`src/rtl/mips_pkg.sv`:
```
`default_nettype none

package mips_pkg;

    // ----------------------------------------------------------
    // Widths and sizes
    // ----------------------------------------------------------
    localparam int NB_DATA      = 32;   // Data and address word
    localparam int NB_BYTE      = 8;    // Loader byte
    localparam int NB_REG_ADDR  = 5;    // 32 registers
    localparam int NB_PROG_ADDR = 6;    // 64 program words
    localparam int NB_DMEM_ADDR = 5;    // 32 data words
    localparam int NB_OP        = 6;
    localparam int NB_FUNCT     = 6;
    localparam int NB_IMM       = 16;   // I-type immediate field
    localparam int NB_ALU_OP    = 3;

    typedef logic [NB_DATA-1:0]     data_t;
    typedef logic [NB_REG_ADDR-1:0] reg_addr_t;
    typedef logic [NB_BYTE-1:0]     byte_t;
    typedef logic [NB_ALU_OP-1:0]   alu_op_t;

    // ----------------------------------------------------------
    // Opcode, function and ALU codes
    // ----------------------------------------------------------
    localparam logic [NB_OP-1:0] OP_RTYPE = 6'h00;
    localparam logic [NB_OP-1:0] OP_ADDIU = 6'h09;
    localparam logic [NB_OP-1:0] OP_LW    = 6'h23;
    localparam logic [NB_OP-1:0] OP_SW    = 6'h2b;

    localparam logic [NB_FUNCT-1:0] FN_ADDU = 6'h21;
    localparam logic [NB_FUNCT-1:0] FN_SUBU = 6'h23;
    localparam logic [NB_FUNCT-1:0] FN_AND  = 6'h24;
    localparam logic [NB_FUNCT-1:0] FN_OR   = 6'h25;
    localparam logic [NB_FUNCT-1:0] FN_SLT  = 6'h2a;

    localparam alu_op_t ALU_ADD = 3'd0;
    localparam alu_op_t ALU_SUB = 3'd1;
    localparam alu_op_t ALU_AND = 3'd2;
    localparam alu_op_t ALU_OR  = 3'd3;
    localparam alu_op_t ALU_SLT = 3'd4;    // Signed compare

    // ----------------------------------------------------------
    // Controls and pipeline registers
    // ----------------------------------------------------------
    typedef struct packed {
        logic    reg_write;
        logic    mem_read;
        logic    mem_write;
        logic    mem_to_reg;   // Write back load data
        logic    alu_src;      // Immediate as second operand
        logic    reg_dst;      // rd as destination, else rt
        alu_op_t alu_op;
    } ctrl_t;                  // 9 bits

    typedef struct packed {
        logic  valid;
        data_t instr;
    } if_id_t;                 // 33 bits

    typedef struct packed {
        ctrl_t     ctrl;
        data_t     ra;         // Forwarded rs value
        data_t     rb;         // Forwarded rt value
        data_t     imm;        // Sign extended
        reg_addr_t rt;
        reg_addr_t rd;
    } id_ex_t;                 // 115 bits

    typedef struct packed {
        ctrl_t     ctrl;
        data_t     alu_result;
        data_t     store_data;
        reg_addr_t dst;
    } ex_mem_t;                // 78 bits

    typedef struct packed {
        logic      reg_write;
        data_t     data;
        reg_addr_t dst;
    } mem_wb_t;                // 38 bits

endpackage

`default_nettype wire

```
`src/rtl/memory_access.sv`:
```
`default_nettype none

module memory_access (
    output mips_pkg::mem_wb_t  o_mem_wb_next ,
    output mips_pkg::data_t    o_mem_result  ,
    input  mips_pkg::ex_mem_t  i_ex_mem      ,
    input  logic               i_clock
);

    mips_pkg::data_t                  data_mem [2**mips_pkg::NB_DMEM_ADDR];
    logic [mips_pkg::NB_DMEM_ADDR-1:0] word_addr;     // Word index from byte address

    assign word_addr = i_ex_mem.alu_result[mips_pkg::NB_DMEM_ADDR+1:2];

    // Whole words only
    always_ff @(posedge i_clock) begin
        if (i_ex_mem.ctrl.mem_write) begin
            data_mem[word_addr] <= i_ex_mem.store_data;
        end
    end

    assign o_mem_result  = i_ex_mem.ctrl.mem_to_reg ? data_mem[word_addr] : i_ex_mem.alu_result;
    assign o_mem_wb_next = '{reg_write: i_ex_mem.ctrl.reg_write,
                             data:      o_mem_result,
                             dst:       i_ex_mem.dst};

    // Address must stay inside the 128 byte window
    a_addr_in_range : assert property (@(posedge i_clock)
        (i_ex_mem.ctrl.mem_read || i_ex_mem.ctrl.mem_write)
            |-> (i_ex_mem.alu_result >> (mips_pkg::NB_DMEM_ADDR + 2)) == '0);

endmodule

`default_nettype wire

```
`config.mk`:
```
export PLATFORM = sky130hd
export DESIGN_NAME = memory_access
export DESIGN_NICKNAME = d
export VERILOG_FILES = /design/src/rtl/mips_pkg.sv /design/src/rtl/memory_access.sv
export SDC_FILE = /design/constraint.sdc
export NUM_CORES = 1
export LEC_CHECK = 0
export BUFFER_PORTS_ARGS = -buffer_cell sky130_fd_sc_hd__buf_2
export CAP_MARGIN = 15
export CELL_PAD_IN_SITES_DETAIL_PLACEMENT = 2
export CELL_PAD_IN_SITES_GLOBAL_PLACEMENT = 2
export CORE_UTILIZATION = 52
export DETAILED_ROUTE_END_ITERATION = 8
export PLACE_DENSITY = 0.92
export SETUP_SLACK_MARGIN = 0.1
export SLEW_MARGIN = 10
export SYNTH_ARGS = -nofsm -noshare
export SYNTH_HDL_FRONTEND = slang
export SYNTH_SLANG_ARGS = --single-unit
```
`constraint.sdc`:
```
create_clock -name i_clock -period 8.7 [get_ports i_clock]
set_input_delay 1.74 -clock i_clock [delete_from_list [all_inputs] [get_ports i_clock]]
set_output_delay 1.74 -clock i_clock [all_outputs]
set_load 0.03 [all_outputs]
```
==> qor.yml <==
status:
  outcome: "completed"
cells_and_area:
  layout_commonest_cell: "edfxtp_1"
  top_register: "data_mem"
  fin_cells: 3048
  fin_util_pct: 59.4
  largest_reg_flops: 1024
  drive_gt1_share_pct: 27.9
  mostFrequentLayoutCells: "edfxtp_1, mux4_2, buf_2"
  area_delta_synth_final_pct: 12.4
  reg.largest.list: "data_mem x1024"
  fin_nets: 2073
  postLayoutCellArea_mm2: 0.0445
place:
  place_area_mm2: 0.0413
  hpwl_um: 86100
  place.gp.congestion: 0.792
  dpl.cell_count: 2858
  io_buffers: 130
critical_path:
  max_stage_delay_ps: 1130
  crit_family: "buffers and inverters"
  cp_num_buf_inv: 4
  critPathRequiredTime_ps: 6960
  worstPathArrival_ps: 5440
  slowest_stage: "clkinv_1"
  endpoint_kind: "output pin"
  crit_chain: "buf_8 -> clkinv_1 -> buf_4 -> mux2i_1 -> o2111ai_1 -> o21a_1 -> buf_2"
  path_max_fanout: 80
  start_kind: "input port"
  path_class: "in -> out"
hold_path:
  holdCritPathClass: "in -> reg"
  hold_depth: 1
  hold_path_end: "data_mem[31][22]"
  hp-start: "i_ex_mem[27]"
logic_synthesis:
  synthArstFlopShare_pct: 0
  synth_seq_cells: 1024
  ys_seq_area_share_pct: 77.6
  synth_ff_type: "edfxtp_1"
  syn_nets: 1922
  synth_top_area_share_pct: 77.6
  synth.area.top_cells: "edfxtp_1, mux4_2, mux2i_1"
  syn_inst: 1843
  yosysUniqueCellTypes: 49
  yosysWarnings: 0
  synth_area_mm2: 0.0396
  synth_top_area_cell: "edfxtp_1"
  synth-edff-count: 1024
  syn_area_per_cell_um2: 21.5
drt:
  detail_route.iter0.violations: 3422
  wirelength_um: 152000
  ant_nets: 0
  wl_per_cell_um: 49.9
  drc: 0
  vias: 22200
  vias_per_cell: 7.29
  first_pass_iters: 6
sta:
  maxSlewViolCount: 0
  setup_viol: 0
  finalSetupTns_ps: 0
  fmax_mhz: 139
  tightest_slew_ps: 1170
  final-hold-violation-count: 0
  post-route-min-period_ps: 7180
  min_period_over_period_pct: 82.5
  grt_setup_unrepaired: "false"
  holdWs_ps: 1560
  maxSlewHeadroom_pct: 21.9
clocking:
  hold_buffers: 0
  cts.clk_slew.worst_paths_ps: 100
  h-tree-depth: 3
  cts_tree: "built"
  cts-root-buf: "clkbuf_16"
  cts-buffers-inserted: 103
  cts_setup_buffers: 0
  clockBufferDepth: 3
  cts_sinks: 1024
  cts_resized: 0
power_and_ir_drop:
  pwr-share-comb_pct: 6.1
  cellPowerDensity_mw_per_mm2: 240
  irDropWorstVdd_uv: 177
  p_switching_mw: 2.55
  clkPwrFrac_pct: 42.1
  seqPwrFrac_pct: 51.7
  p_sw_share_pct: 23.9
  leakage_nw: 14.2
  p_int_mw: 8.13
grt:
  grt_max_degree: 94
  grt_pass1_vias: 23500
  grt_overflow: 0
  track_usage_pct: 39.9
  grt_pass1_wl_um: 206000
  antenna_found_initial: 4
floorplan:
  fp.dieW_um: 278
  start_util_pct: 52.9
  fp-row-count: 100
  top_level_ports: 149
  die_area_mm2: 0.0773
  core_area_mm2: 0.0749
  die-height_um: 278
job:
  maxCapViolations: 0
synth_stat cells, types with 11 or more instances:
master     instances
mux2i_1          117
buf_2             45
clkbuf_1          26
buf_4             54
nand3_1           11
o21a_1            17
nor2_1            56
edfxtp_1        1024
o21ai_0           11
a21oi_1           38
mux4_2           207
a22oi_1           42
o22ai_1           17
nand2_1           55
o221ai_1          18
o2111ai_1         23
logic make-up (layout without fill, tap and decap cells):
logic type	after synthesis	count (layout)	share of synthesized area, %
AO/OA/AOI/OAI	191	191	3.48
buffers and inverters	145	378	2.26
flip-flops	1024	1024	77.6
multiplexers	328	328	14.8
other	0	3	0
AND/OR/NAND/NOR	155	155	1.79
through the flow:
step | power (mW) | worst slack [ps]
after detailed placement | 6.25 | 1560
after CTS | 10.7 | 1480
after global routing | 10.8 | 1350
after global placement | 6.17 | 1620
final | 10.7 | 1520
after floorplan | 5.99 | 3140
power by group through the flow:
stage	Clock [mW]	Sequential [mW]	Combinational (mW)
detailed placement	0	5.62	0.628
CTS	4.51	5.52	0.646
floorplan	0	5.60	0.385
finish	4.50	5.52	0.655
global placement	0	5.60	0.565
global route	4.63	5.52	0.667
per-layer routing:
layer	global-route usage, %	up-vias	part of all wire [%]
li1	-	8012	-
met1	48.9	11900	35
met2	67.5	1769	50
met3	6.26	498	8.3
met4	23.7	0	6.8
met5	0	-	0
how the worst max path moves through the flow:
stage	startpoint	endpoint	slack, ps	cells past startpoint
floorplan	i_ex_mem[39]	o_mem_wb_next[25]	3140	9
global placement	i_ex_mem[39]	o_mem_result[3]	1620	7
detailed placement	i_ex_mem[39]	o_mem_result[3]	1560	7
CTS	i_ex_mem[39]	o_mem_result[3]	1480	7
global route	i_ex_mem[39]	o_mem_result[3]	1350	7
finish	i_ex_mem[39]	o_mem_result[3]	1520	7
final cells by class:
| class | instances | area (um2) |
|---|---|---|
| Antenna cell | 3 | 7.51 |
| Clock buffer | 135 | 2760 |
| Clock inverter | 52 | 445 |
| Fill cell | 5859 | 30400 |
| Inverter | 4 | 15.0 |
| Multi-Input combinational cell | 674 | 8220 |
| Sequential cell | 1024 | 30700 |
| Tap cell | 969 | 1210 |
| Timing Repair Buffer | 187 | 1120 |
No activity file was read; power rests on OpenSTA's default activity.
