### src/rtl/mips_pkg.sv
`default_nettype none

package mips_pkg;

    // ----------------------------------------------------------
    // Widths and sizes
    // ----------------------------------------------------------
    localparam int NB_DATA      = 32;   // Data and address word
    localparam int NB_BYTE      = 8;    // Loader byte
    localparam int NB_REG_ADDR  = 5;    // 32 registers
    localparam int NB_PROG_ADDR = 6;    // 64 program words
    localparam int NB_DMEM_ADDR = 5;    // 32 data words
    localparam int NB_OP        = 6;
    localparam int NB_FUNCT     = 6;
    localparam int NB_IMM       = 16;   // I-type immediate field
    localparam int NB_ALU_OP    = 3;

    typedef logic [NB_DATA-1:0]     data_t;
    typedef logic [NB_REG_ADDR-1:0] reg_addr_t;
    typedef logic [NB_BYTE-1:0]     byte_t;
    typedef logic [NB_ALU_OP-1:0]   alu_op_t;

    // ----------------------------------------------------------
    // Opcode, function and ALU codes
    // ----------------------------------------------------------
    localparam logic [NB_OP-1:0] OP_RTYPE = 6'h00;
    localparam logic [NB_OP-1:0] OP_ADDIU = 6'h09;
    localparam logic [NB_OP-1:0] OP_LW    = 6'h23;
    localparam logic [NB_OP-1:0] OP_SW    = 6'h2b;

    localparam logic [NB_FUNCT-1:0] FN_ADDU = 6'h21;
    localparam logic [NB_FUNCT-1:0] FN_SUBU = 6'h23;
    localparam logic [NB_FUNCT-1:0] FN_AND  = 6'h24;
    localparam logic [NB_FUNCT-1:0] FN_OR   = 6'h25;
    localparam logic [NB_FUNCT-1:0] FN_SLT  = 6'h2a;

    localparam alu_op_t ALU_ADD = 3'd0;
    localparam alu_op_t ALU_SUB = 3'd1;
    localparam alu_op_t ALU_AND = 3'd2;
    localparam alu_op_t ALU_OR  = 3'd3;
    localparam alu_op_t ALU_SLT = 3'd4;    // Signed compare

    // ----------------------------------------------------------
    // Controls and pipeline registers
    // ----------------------------------------------------------
    typedef struct packed {
        logic    reg_write;
        logic    mem_read;
        logic    mem_write;
        logic    mem_to_reg;   // Write back load data
        logic    alu_src;      // Immediate as second operand
        logic    reg_dst;      // rd as destination, else rt
        alu_op_t alu_op;
    } ctrl_t;                  // 9 bits

    typedef struct packed {
        logic  valid;
        data_t instr;
    } if_id_t;                 // 33 bits

    typedef struct packed {
        ctrl_t     ctrl;
        data_t     ra;         // Forwarded rs value
        data_t     rb;         // Forwarded rt value
        data_t     imm;        // Sign extended
        reg_addr_t rt;
        reg_addr_t rd;
    } id_ex_t;                 // 115 bits

    typedef struct packed {
        ctrl_t     ctrl;
        data_t     alu_result;
        data_t     store_data;
        reg_addr_t dst;
    } ex_mem_t;                // 78 bits

    typedef struct packed {
        logic      reg_write;
        data_t     data;
        reg_addr_t dst;
    } mem_wb_t;                // 38 bits

endpackage

`default_nettype wire

### src/rtl/execution.sv
`default_nettype none

module execution (
    output mips_pkg::ex_mem_t  o_ex_mem_next ,
    input  mips_pkg::id_ex_t   i_id_ex
);

    mips_pkg::data_t     op_b;          // Second ALU operand
    mips_pkg::data_t     alu_result;
    mips_pkg::reg_addr_t dst;

    assign op_b = i_id_ex.ctrl.alu_src ? i_id_ex.imm : i_id_ex.rb;

    // ----------------------------------------------------------
    // ALU
    // ----------------------------------------------------------
    always_comb begin
        case (i_id_ex.ctrl.alu_op)
            mips_pkg::ALU_ADD: alu_result = i_id_ex.ra + op_b;    // Also load/store address
            mips_pkg::ALU_SUB: alu_result = i_id_ex.ra - op_b;
            mips_pkg::ALU_AND: alu_result = i_id_ex.ra & op_b;
            mips_pkg::ALU_OR:  alu_result = i_id_ex.ra | op_b;
            mips_pkg::ALU_SLT: begin
                alu_result = mips_pkg::data_t'($signed(i_id_ex.ra) < $signed(op_b));
            end
            default:           alu_result = '0;
        endcase
    end

    assign dst = i_id_ex.ctrl.reg_dst ? i_id_ex.rd : i_id_ex.rt;   // R-type writes rd

    assign o_ex_mem_next = '{ctrl:       i_id_ex.ctrl,
                             alu_result: alu_result,
                             store_data: i_id_ex.rb,
                             dst:        dst};

endmodule

`default_nettype wire

### config.mk
export PLATFORM = sky130hd
export DESIGN_NAME = execution
export DESIGN_NICKNAME = d
export VERILOG_FILES = /design/src/rtl/mips_pkg.sv /design/src/rtl/execution.sv
export SDC_FILE = /design/constraint.sdc
export NUM_CORES = 1
export LEC_CHECK = 0
export ABC_AREA = 1
export BUFFER_PORTS_ARGS = -buffer_cell sky130_fd_sc_hd__buf_4
export CORE_ASPECT_RATIO = 0.6
export CORE_UTILIZATION = 30
export DETAILED_ROUTE_END_ITERATION = 10
export GPL_TIMING_DRIVEN = 0
export SKIP_LAST_GASP = 1
export SYNTH_ARGS = -nofsm -noshare
export SYNTH_HDL_FRONTEND = slang
export SYNTH_SLANG_ARGS = --single-unit
### constraint.sdc
create_clock -name vclk -period 2.6
set_clock_uncertainty 0.05 [all_clocks]
set_input_delay 0.26 -clock vclk [all_inputs]
set_output_delay 0.26 -clock vclk [all_outputs]
set_load 0.02 [all_outputs]
==> results.cfg, run 1 <==
[logic_synthesis]
ys_types = 37
netlist.area_leader.share = 0.196
synth_area_mm2 = 0.00678
synth_common_cells = nand2_1 (346), inv_1 (242), nand3_1 (121)
synthCells = 1293
avgSynthCellArea_um2 = 5.25
yosys.cell_count.top_type = nand2_1
yosys_warnings = 0
synth_area_leader_cell = ha_1
synth_nets = 1516
synth_area_leaders = ha_1 (20%), nand2_1 (19%), inv_1 (13%), nand3_1 (8.9%), nor2_1 (6.5%)
yosysSeqAreaShare = 0

[outcome]
run_status = complete, but fails checks
violations = setup timing

[timing]
fmax_mhz = 347
worst_pin_slew_ps = 1070
rsz0062_at_grt = yes
hold_viol_final = 0
slew-limit-headroom = 0.289
finalSetupViolCount = 29
setup_slack_ps = -280
timing.final.crit_share = 1.11
drv_slew = 0
fin_crit_ps = 2880
fin_hold_ws_ps = 667

[setup_path]
path_depth = 16
crit_type = primary input to output port
required_ps = 2290
slowest_stage = fa_2
crit_arrival_ps = 2570
cp_common_cell = o21ai_4
endpoint_kind = output port
cp_cell_sequence = clkbuf_16, clkbuf_16, nand2_4, o21ai_4, inv_2, ha_4, inv_2, fa_2, o21ai_4, inv_4, o21ai_4, nand2_2, nand4_1, nand3_2, nand3_2, buf_6
cp_num_buf_inv = 6
cp_max_fo = 7
cp_top_family = buffers and inverters
worstSetupStartpointType = primary input
crit_path_max_incr_delay_ps = 400

[cells_and_area]
ff_latch_area_um2 = 0
area_delta_synth_final_pct = 58.9
seq_cells = 0
final.clkbuf_count = 0
final_core_util = 0.487
fillers = 2326
diodes = 0
drive_gt1_frac = 0.402
nNetsFinal = 1744

[pwr]
seqPwrFrac = 0
p_total_mw = 2.90
powerDensity_mw_per_mm2 = 269
clkPwrFrac = 0
ir_drop_uv = 107
p_comb_frac = 1.000
swShare = 0.617
p_int_mw = 1.11
switchingPower_mw = 1.79
p_leak_nw = 5.76

[min_path]
holdPathStages = 2
worstHoldPathType = primary input to output port
hp-start = i_id_ex[113]
min_to = o_ex_mem_next[76]

[job]
cap_viol_max_count = 0

[global_route]
grt_start_max_net_pins = 11
antenna_found_initial = 0
gr-total-overflow = 0
grt_pass1_wl_mm = 48.9
grt.total_usage = 0.279
grt_pass1_vias = 8366

[drt]
ant_nets = 0
drc = 0
drtIter0Drc = 822
wl_per_cell_um = 18.5
wl_mm = 33.9
vias_per_cell = 5.03
first_pass_iters = 6
dr_total_vias = 9184

[placement]
gp_congestion = 0.975
hpwl_mm = 26.7
dpl_worst_slack_ps = -1350
port_buffers = 188

[floorplanning]
core_mm2 = 0.0221
die_x_um = 196
die_area_mm2 = 0.0232
die_h_um = 118
row_count = 42
io_pins = 193
start_util = 0.307

[clock_network]
holdBufCountCts = 0
[worst max path at each step]
stage                  from                 to  slack, ps
4_1_cts        i_id_ex[110]  o_ex_mem_next[67]       -240
2_1_floorplan  i_id_ex[110]  o_ex_mem_next[37]        -40
6_report       i_id_ex[110]  o_ex_mem_next[61]       -280
3_5_place_dp   i_id_ex[110]  o_ex_mem_next[61]      -1350
5_1_grt        i_id_ex[110]  o_ex_mem_next[63]       -350
3_3_place_gp   i_id_ex[110]  o_ex_mem_next[61]      -1340
[kinds of logic (layout without fill, tap and decap cells)]
logic type | Yosys count | after routing | share of synthesized area
buffers and inverters | 336 | 562 | 0.216
AOI/OAI and AO/OA | 203 | 203 | 0.175
adders and majority gates | 108 | 108 | 0.201
muxes | 5 | 5 | 0.00830
and+or+nand+nor | 640 | 640 | 0.398
xor gates and xnor gates | 1 | 1 | 0.00129
[layer usage]
layer  part of all wire  GRT usage  vias to the layer above  wire [um]
li1                   -          -                     4468          -
met1               0.50      0.437                     4247      16900
met2               0.37      0.372                      455      12600
met3               0.13     0.0928                       14       4280
met4             0.0038    0.00879                        0        129
met5                  0          0                        -          0
[layout make-up]
type,count,area [um2],share of cell area
Buffer,75,673,0.0624
Inverter,261,982,0.0911
Multi-Input combinational cell,957,6890,0.639
Tap cell,308,385,0.0357
Timing Repair Buffer,226,1850,0.172
[power by group through the flow]
stage | registers, mW | logic [mW] | clock network [mW]
global placement | 0 | 2.13 | 0
CTS | 0 | 2.58 | 0
global route | 0 | 3.09 | 0
floorplan | 0 | 1.35 | 0
finish | 0 | 2.90 | 0
detailed placement | 0 | 2.14 | 0
[layout by cell type, fill, tap and decap left out, types with 19 or more instances in the layout]
cell type | Yosys | routed
o21ai_0 | 67 | 21
inv_2 | 19 | 31
buf_4 | 51 | 235
o21ai_4 | 0 | 23
nand2_2 | 13 | 58
a21oi_1 | 78 | 49
nor2_2 | 9 | 24
nand3_1 | 121 | 74
buf_6 | 0 | 34
nand3_2 | 1 | 40
ha_4 | 0 | 19
nor2_1 | 118 | 96
ha_1 | 106 | 83
nand2_1 | 346 | 282
inv_1 | 242 | 229
[through the flow]
step	std cells	instance area, um2	TNS [ps]
floorplan	1293	6860	-50.1
finish	1827	10800	-5550
CTS	1813	10100	-4280
global placement	1789	8660	-33950
detailed placement	1789	8660	-34460
global route	1827	10800	-8260
[timing repair]
item	4_1_cts	5_1_grt
setup endpoints to repair	32	29
pin swaps	60	41
gates resized for setup	299	143
setup buffers	17	12
cloned	7	2
Note: power is estimated with default switching activity, not from simulation.
==> inputs of run 2 (changes only) <==
--- a/config.mk
+++ b/config.mk
@@ -8,8 +8,10 @@
 export ABC_AREA = 1
 export BUFFER_PORTS_ARGS = -buffer_cell sky130_fd_sc_hd__buf_4
 export CORE_ASPECT_RATIO = 0.6
+export CORE_MARGIN = 10
 export CORE_UTILIZATION = 30
 export DETAILED_ROUTE_END_ITERATION = 10
+export GPL_ROUTABILITY_DRIVEN = 0
 export GPL_TIMING_DRIVEN = 0
 export SKIP_LAST_GASP = 1
 export SYNTH_ARGS = -nofsm -noshare
==> run 2 against run 1 <==
  * The flow still finishes with violations (setup timing)
  * Routed wire length up 0.13%
  * Final cell count is 1.1% higher
  * Global-route usage down 6.9 points
  * Via count up 0.96%
  * Critical path depth did not move
  * First-iteration DRC count fell by 3.8%
  * Maximum frequency is 0.67% higher
  * Combinational power about the same
  * Critical path type unchanged
==> results.cfg, run 2 (synthesis gave the netlist of run 1 again) <==
[outcome]
run_status = complete, but fails checks
violations = setup timing

[pwr]
p_leak_nw = 5.88
powerDensity_mw_per_mm2 = 268
ir_drop_uv = 140
p_total_mw = 2.93

[min_path]
hp-start = i_id_ex[112]
worstHoldPathType = primary input to output port

[setup_path]
cp_cell_sequence = clkbuf_16, clkbuf_16, buf_12, o21ai_4, ha_4, buf_8, nor2_4, inv_1, nor2_4, nand2_2, nor3_4, nand2_4, nand3_2, nand3_4, a21oi_4, buf_6
endpoint_kind = output port
cp_max_fo = 6
crit_arrival_ps = 2550
required_ps = 2290
slowest_stage = ha_4
crit_type = primary input to output port
crit_path_max_incr_delay_ps = 250
cp-startpoint = i_id_ex[110]
worstSetupStartpointType = primary input

[timing]
rsz0062_at_grt = yes
setup_slack_ps = -260
fin_crit_ps = 2860
hold_viol_final = 0
fmax_mhz = 350
slew-limit-headroom = 0.328
setup_tns_ps = -5560
finalSetupViolCount = 28
worst_pin_slew_ps = 1010
drv_slew = 0
timing.final.crit_share = 1.10

[drt]
drc = 0
first_pass_iters = 5
drtIter0Drc = 791
vias_per_cell = 5.02
ant_nets = 0
wl_mm = 33.9
wl_per_cell_um = 18.4
dr_total_vias = 9272

[cells_and_area]
drive_gt1_frac = 0.417
layout_common_cells = nand2_1 (284), buf_4 (260), inv_1 (227), nor2_1 (86), ha_1 (85)
final_common_cell = nand2_1
ff_latch_area_um2 = 0
seq_cells = 0
final_core_util = 0.494
area_delta_synth_final_pct = 61.2
fillers = 2284
diodes = 0
final.clkbuf_count = 0
nNetsFinal = 1764

[floorplanning]
die_area_mm2 = 0.0292
start_util = 0.307
core_mm2 = 0.0221
die_x_um = 214
row_count = 42
io_pins = 193
die_h_um = 136

[global_route]
antenna_found_initial = 0
grt.total_usage = 0.209
grt_start_max_net_pins = 11
gr-total-overflow = 0
grt_pass1_vias = 8510
grt_pass1_wl_mm = 48.6

[placement]
hpwl_mm = 26.9
port_buffers = 188

[clock_network]
holdBufCountCts = 0

[job]
cap_viol_max_count = 0
## run 2: cell count changes in the layout (fill, tap and decap cells not counted), sizes merged
cell,previous run,this run
buf,283,305
clkbuf,18,16
clkinvlp,0,1
inv,261,260
## run 2: worst paths after layout
kind                           endpoint  cells after the start  slack (ps)
worst max-delay path  o_ex_mem_next[37]                     16        -260
worst min-delay path  o_ex_mem_next[75]                      2         670
## run 2: area by class of cell
| type | count | area, um2 | share of cell area |
|---|---|---|---|
| tap | 308 | 385 | 0.0352 |
| inverter | 261 | 998 | 0.0913 |
| multi-input combinational | 957 | 6900 | 0.631 |
| buffer | 75 | 672 | 0.0614 |
| timing repair buffer | 246 | 1980 | 0.181 |
## run 2: per-stage QoR
step | hold WS [ps] | worst slack [ps] | std cells | area [um2]
floorplan | 583 | -35.0 | 1293 | 6860
global placement | 670 | -1260 | 1789 | 8660
detailed placement | 671 | -1300 | 1789 | 8660
CTS | 671 | -213 | 1825 | 9930
global route | 672 | -359 | 1847 | 10900
finish | 669 | -260 | 1847 | 10900
## run 2: power by group
group	switching, mW	total, mW	internal [mW]
combinational	1.78	2.93	1.15
clock	0	0	0
sequential	0	0	0
## run 2: worst max-delay path, delay by kind of cell
| kind | cells | cell delay [ps] |
|---|---|---|
| adder cells (fa/ha/maj) | 1 | 250 |
| AND/OR/NAND/NOR | 7 | 800 |
| buffers and inverters | 6 | 880 |
| AO/OA/AOI/OAI | 2 | 330 |
## run 2: what timing repair did
item | 4_1_cts | 5_1_grt
pin swaps | 43 | 80
setup buffers | 34 | 24
resized for setup | 267 | 204
cloned | 2 | 1
endpoints found under the setup margin | 32 | 29
## run 2: routing by layer
metal	track usage	routed length, um	share of wire
met4	0.0141	180	0.0053
met1	0.307	15700	0.46
met2	0.292	13300	0.39
met3	0.0737	4660	0.14
met5	0	0	0
==> inputs of run 3 (changes only) <==
--- a/config.mk
+++ b/config.mk
@@ -17,3 +17,4 @@
 export SYNTH_ARGS = -nofsm -noshare
 export SYNTH_HDL_FRONTEND = slang
 export SYNTH_SLANG_ARGS = --single-unit
+export TNS_END_PERCENT = 50
==> run 3 against run 2 <==
  * The run still ends with setup timing left
  * Hold slack is essentially flat
  * Die area is the same
  * Maximum frequency shrank 1.6%
  * Critical path type unchanged
  * Non-clock buffer count grew 6
  * Largest power group unchanged
  * Global-route usage is essentially flat
  * Count of clock-buffer cells in the layout is the same
  * First-iteration DRC count grew 4.8%
  * Combinational power grew 1%
  * Sequential share of layout area is the same
  * Utilization grew 0.31 points
==> results.cfg, run 3 (synthesis gave the netlist of run 1 again) <==
[global_route]
grt_use_met3 = 0.0785
use_met2 = 0.292
grt_pass1_vias = 8489
grtUsageMet1 = 0.304
top_usage_layer = met1
gr-total-overflow = 0
antenna_found_initial = 0
grt_start_max_net_pins = 11
grt_pass1_wl_mm = 48.5
grt.total_usage = 0.209

[drt]
ant_nets = 0
vias_per_cell = 5.02
drc = 0
wl_mm = 34.1
wl_per_cell_um = 18.4
drtIter0Drc = 829
dr_total_vias = 9304
first_pass_iters = 6

[outcome]
violations = setup timing
run_status = complete, but fails checks

[floorplanning]
start_util = 0.307
row_count = 42
io_pins = 193
core_mm2 = 0.0221
die_h_um = 136
die_x_um = 214
die_area_mm2 = 0.0292

[timing]
setup_tns_ps = -6060
finalSetupViolCount = 29
worst_pin_slew_ps = 1010
fin_hold_ws_ps = 669
slew-limit-headroom = 0.324
hold_viol_final = 0
fin_crit_ps = 2910
rsz0062_at_grt = yes
setup_slack_ps = -306
fmax_mhz = 344
drv_slew = 0
timing.final.crit_share = 1.12

[cells_and_area]
final_core_util = 0.497
final.clkbuf_count = 0
final_common_cell = nand2_1
ff_latch_area_um2 = 0
diodes = 0
nNetsFinal = 1770
drive_gt1_frac = 0.422
layout_common_cells = nand2_1 (279), buf_4 (275), inv_1 (227), nor2_1 (84), ha_1 (84)
area_delta_synth_final_pct = 62.3
seq_cells = 0
fillers = 2261

[job]
cap_viol_max_count = 0

[setup_path]
worstSetupStartpointType = primary input
cp_num_buf_inv = 5
crit_arrival_ps = 2600
crit_type = primary input to output port
required_ps = 2290
endpoint_kind = output port
cp_max_fo = 10
slowest_stage = o21ai_0
cp_cell_sequence = clkbuf_16, buf_8, nand2_2, o21ai_4, ha_1, buf_6, buf_12, nand2_1, o21ai_0, nand2_1, nand3_2, nand3_1, nand2_1, nand2_1, nand3_1, nand3_1, buf_4
crit_path_max_incr_delay_ps = 350
cp_top_family = simple AND/OR/NAND/NOR gates
cp_common_cell = nand2_1

[pwr]
switchingPower_mw = 1.80
seqPwrFrac = 0
p_comb_frac = 1.000
ir_drop_uv = 140
p_total_mw = 2.97
clkPwrFrac = 0
p_leak_nw = 5.88
p_int_mw = 1.18
powerDensity_mw_per_mm2 = 270
swShare = 0.604

[min_path]
holdPathStages = 2
hp-start = i_id_ex[112]
worstHoldPathType = primary input to output port
min_to = o_ex_mem_next[75]

[placement]
dpl_worst_slack_ps = -1300
hpwl_mm = 26.9
port_buffers = 188

[clock_network]
holdBufCountCts = 0
## run 3: cell type report
type                       instances  area [um2]  area share
buffer                            74         651      0.0591
tap                              308         385      0.0350
inverter                         261        1010      0.0917
timing repair buffer             253        2030       0.184
multi-input combinational        957        6930       0.630
## run 3: metal layers
layer,up-vias,part of all wire
li1,4535,-
met1,4250,0.46
met2,490,0.39
met3,29,0.14
met4,0,0.010
met5,-,0
## run 3: worst max-delay path by stage
| stage | from | endpoint | slack, ps | depth (start not counted) |
|---|---|---|---|---|
| 2_1_floorplan | i_id_ex[110] | o_ex_mem_next[37] | -40 | 17 |
| 3_3_place_gp | i_id_ex[110] | o_ex_mem_next[37] | -1260 | 17 |
| 3_5_place_dp | i_id_ex[110] | o_ex_mem_next[37] | -1300 | 17 |
| 4_1_cts | i_id_ex[110] | o_ex_mem_next[37] | -210 | 20 |
| 5_1_grt | i_id_ex[110] | o_ex_mem_next[65] | -350 | 15 |
| 6_report | i_id_ex[110] | o_ex_mem_next[55] | -310 | 17 |
## run 3: metrics by stage
step	cell area (um2)	instances
after CTS	9830	1822
final	11000	1853
after global routing	11000	1853
after detailed placement	8660	1789
after global placement	8660	1789
after floorplan	6860	1293
## run 3: timing repair
item / in CTS / in global routing
setup buffers: 31 / 31
endpoints found under the setup margin: 32 / 29
pin swaps: 42 / 91
resized for setup: 247 / 225
cloned: 2 / 1
## run 3: power by group through the flow
stage	Sequential (mW)	Clock, mW	Combinational [mW]
3_5_place_dp	0	0	2.12
5_1_grt	0	0	3.17
4_1_cts	0	0	2.48
6_report	0	0	2.97
3_3_place_gp	0	0	2.10
2_1_floorplan	0	0	1.35
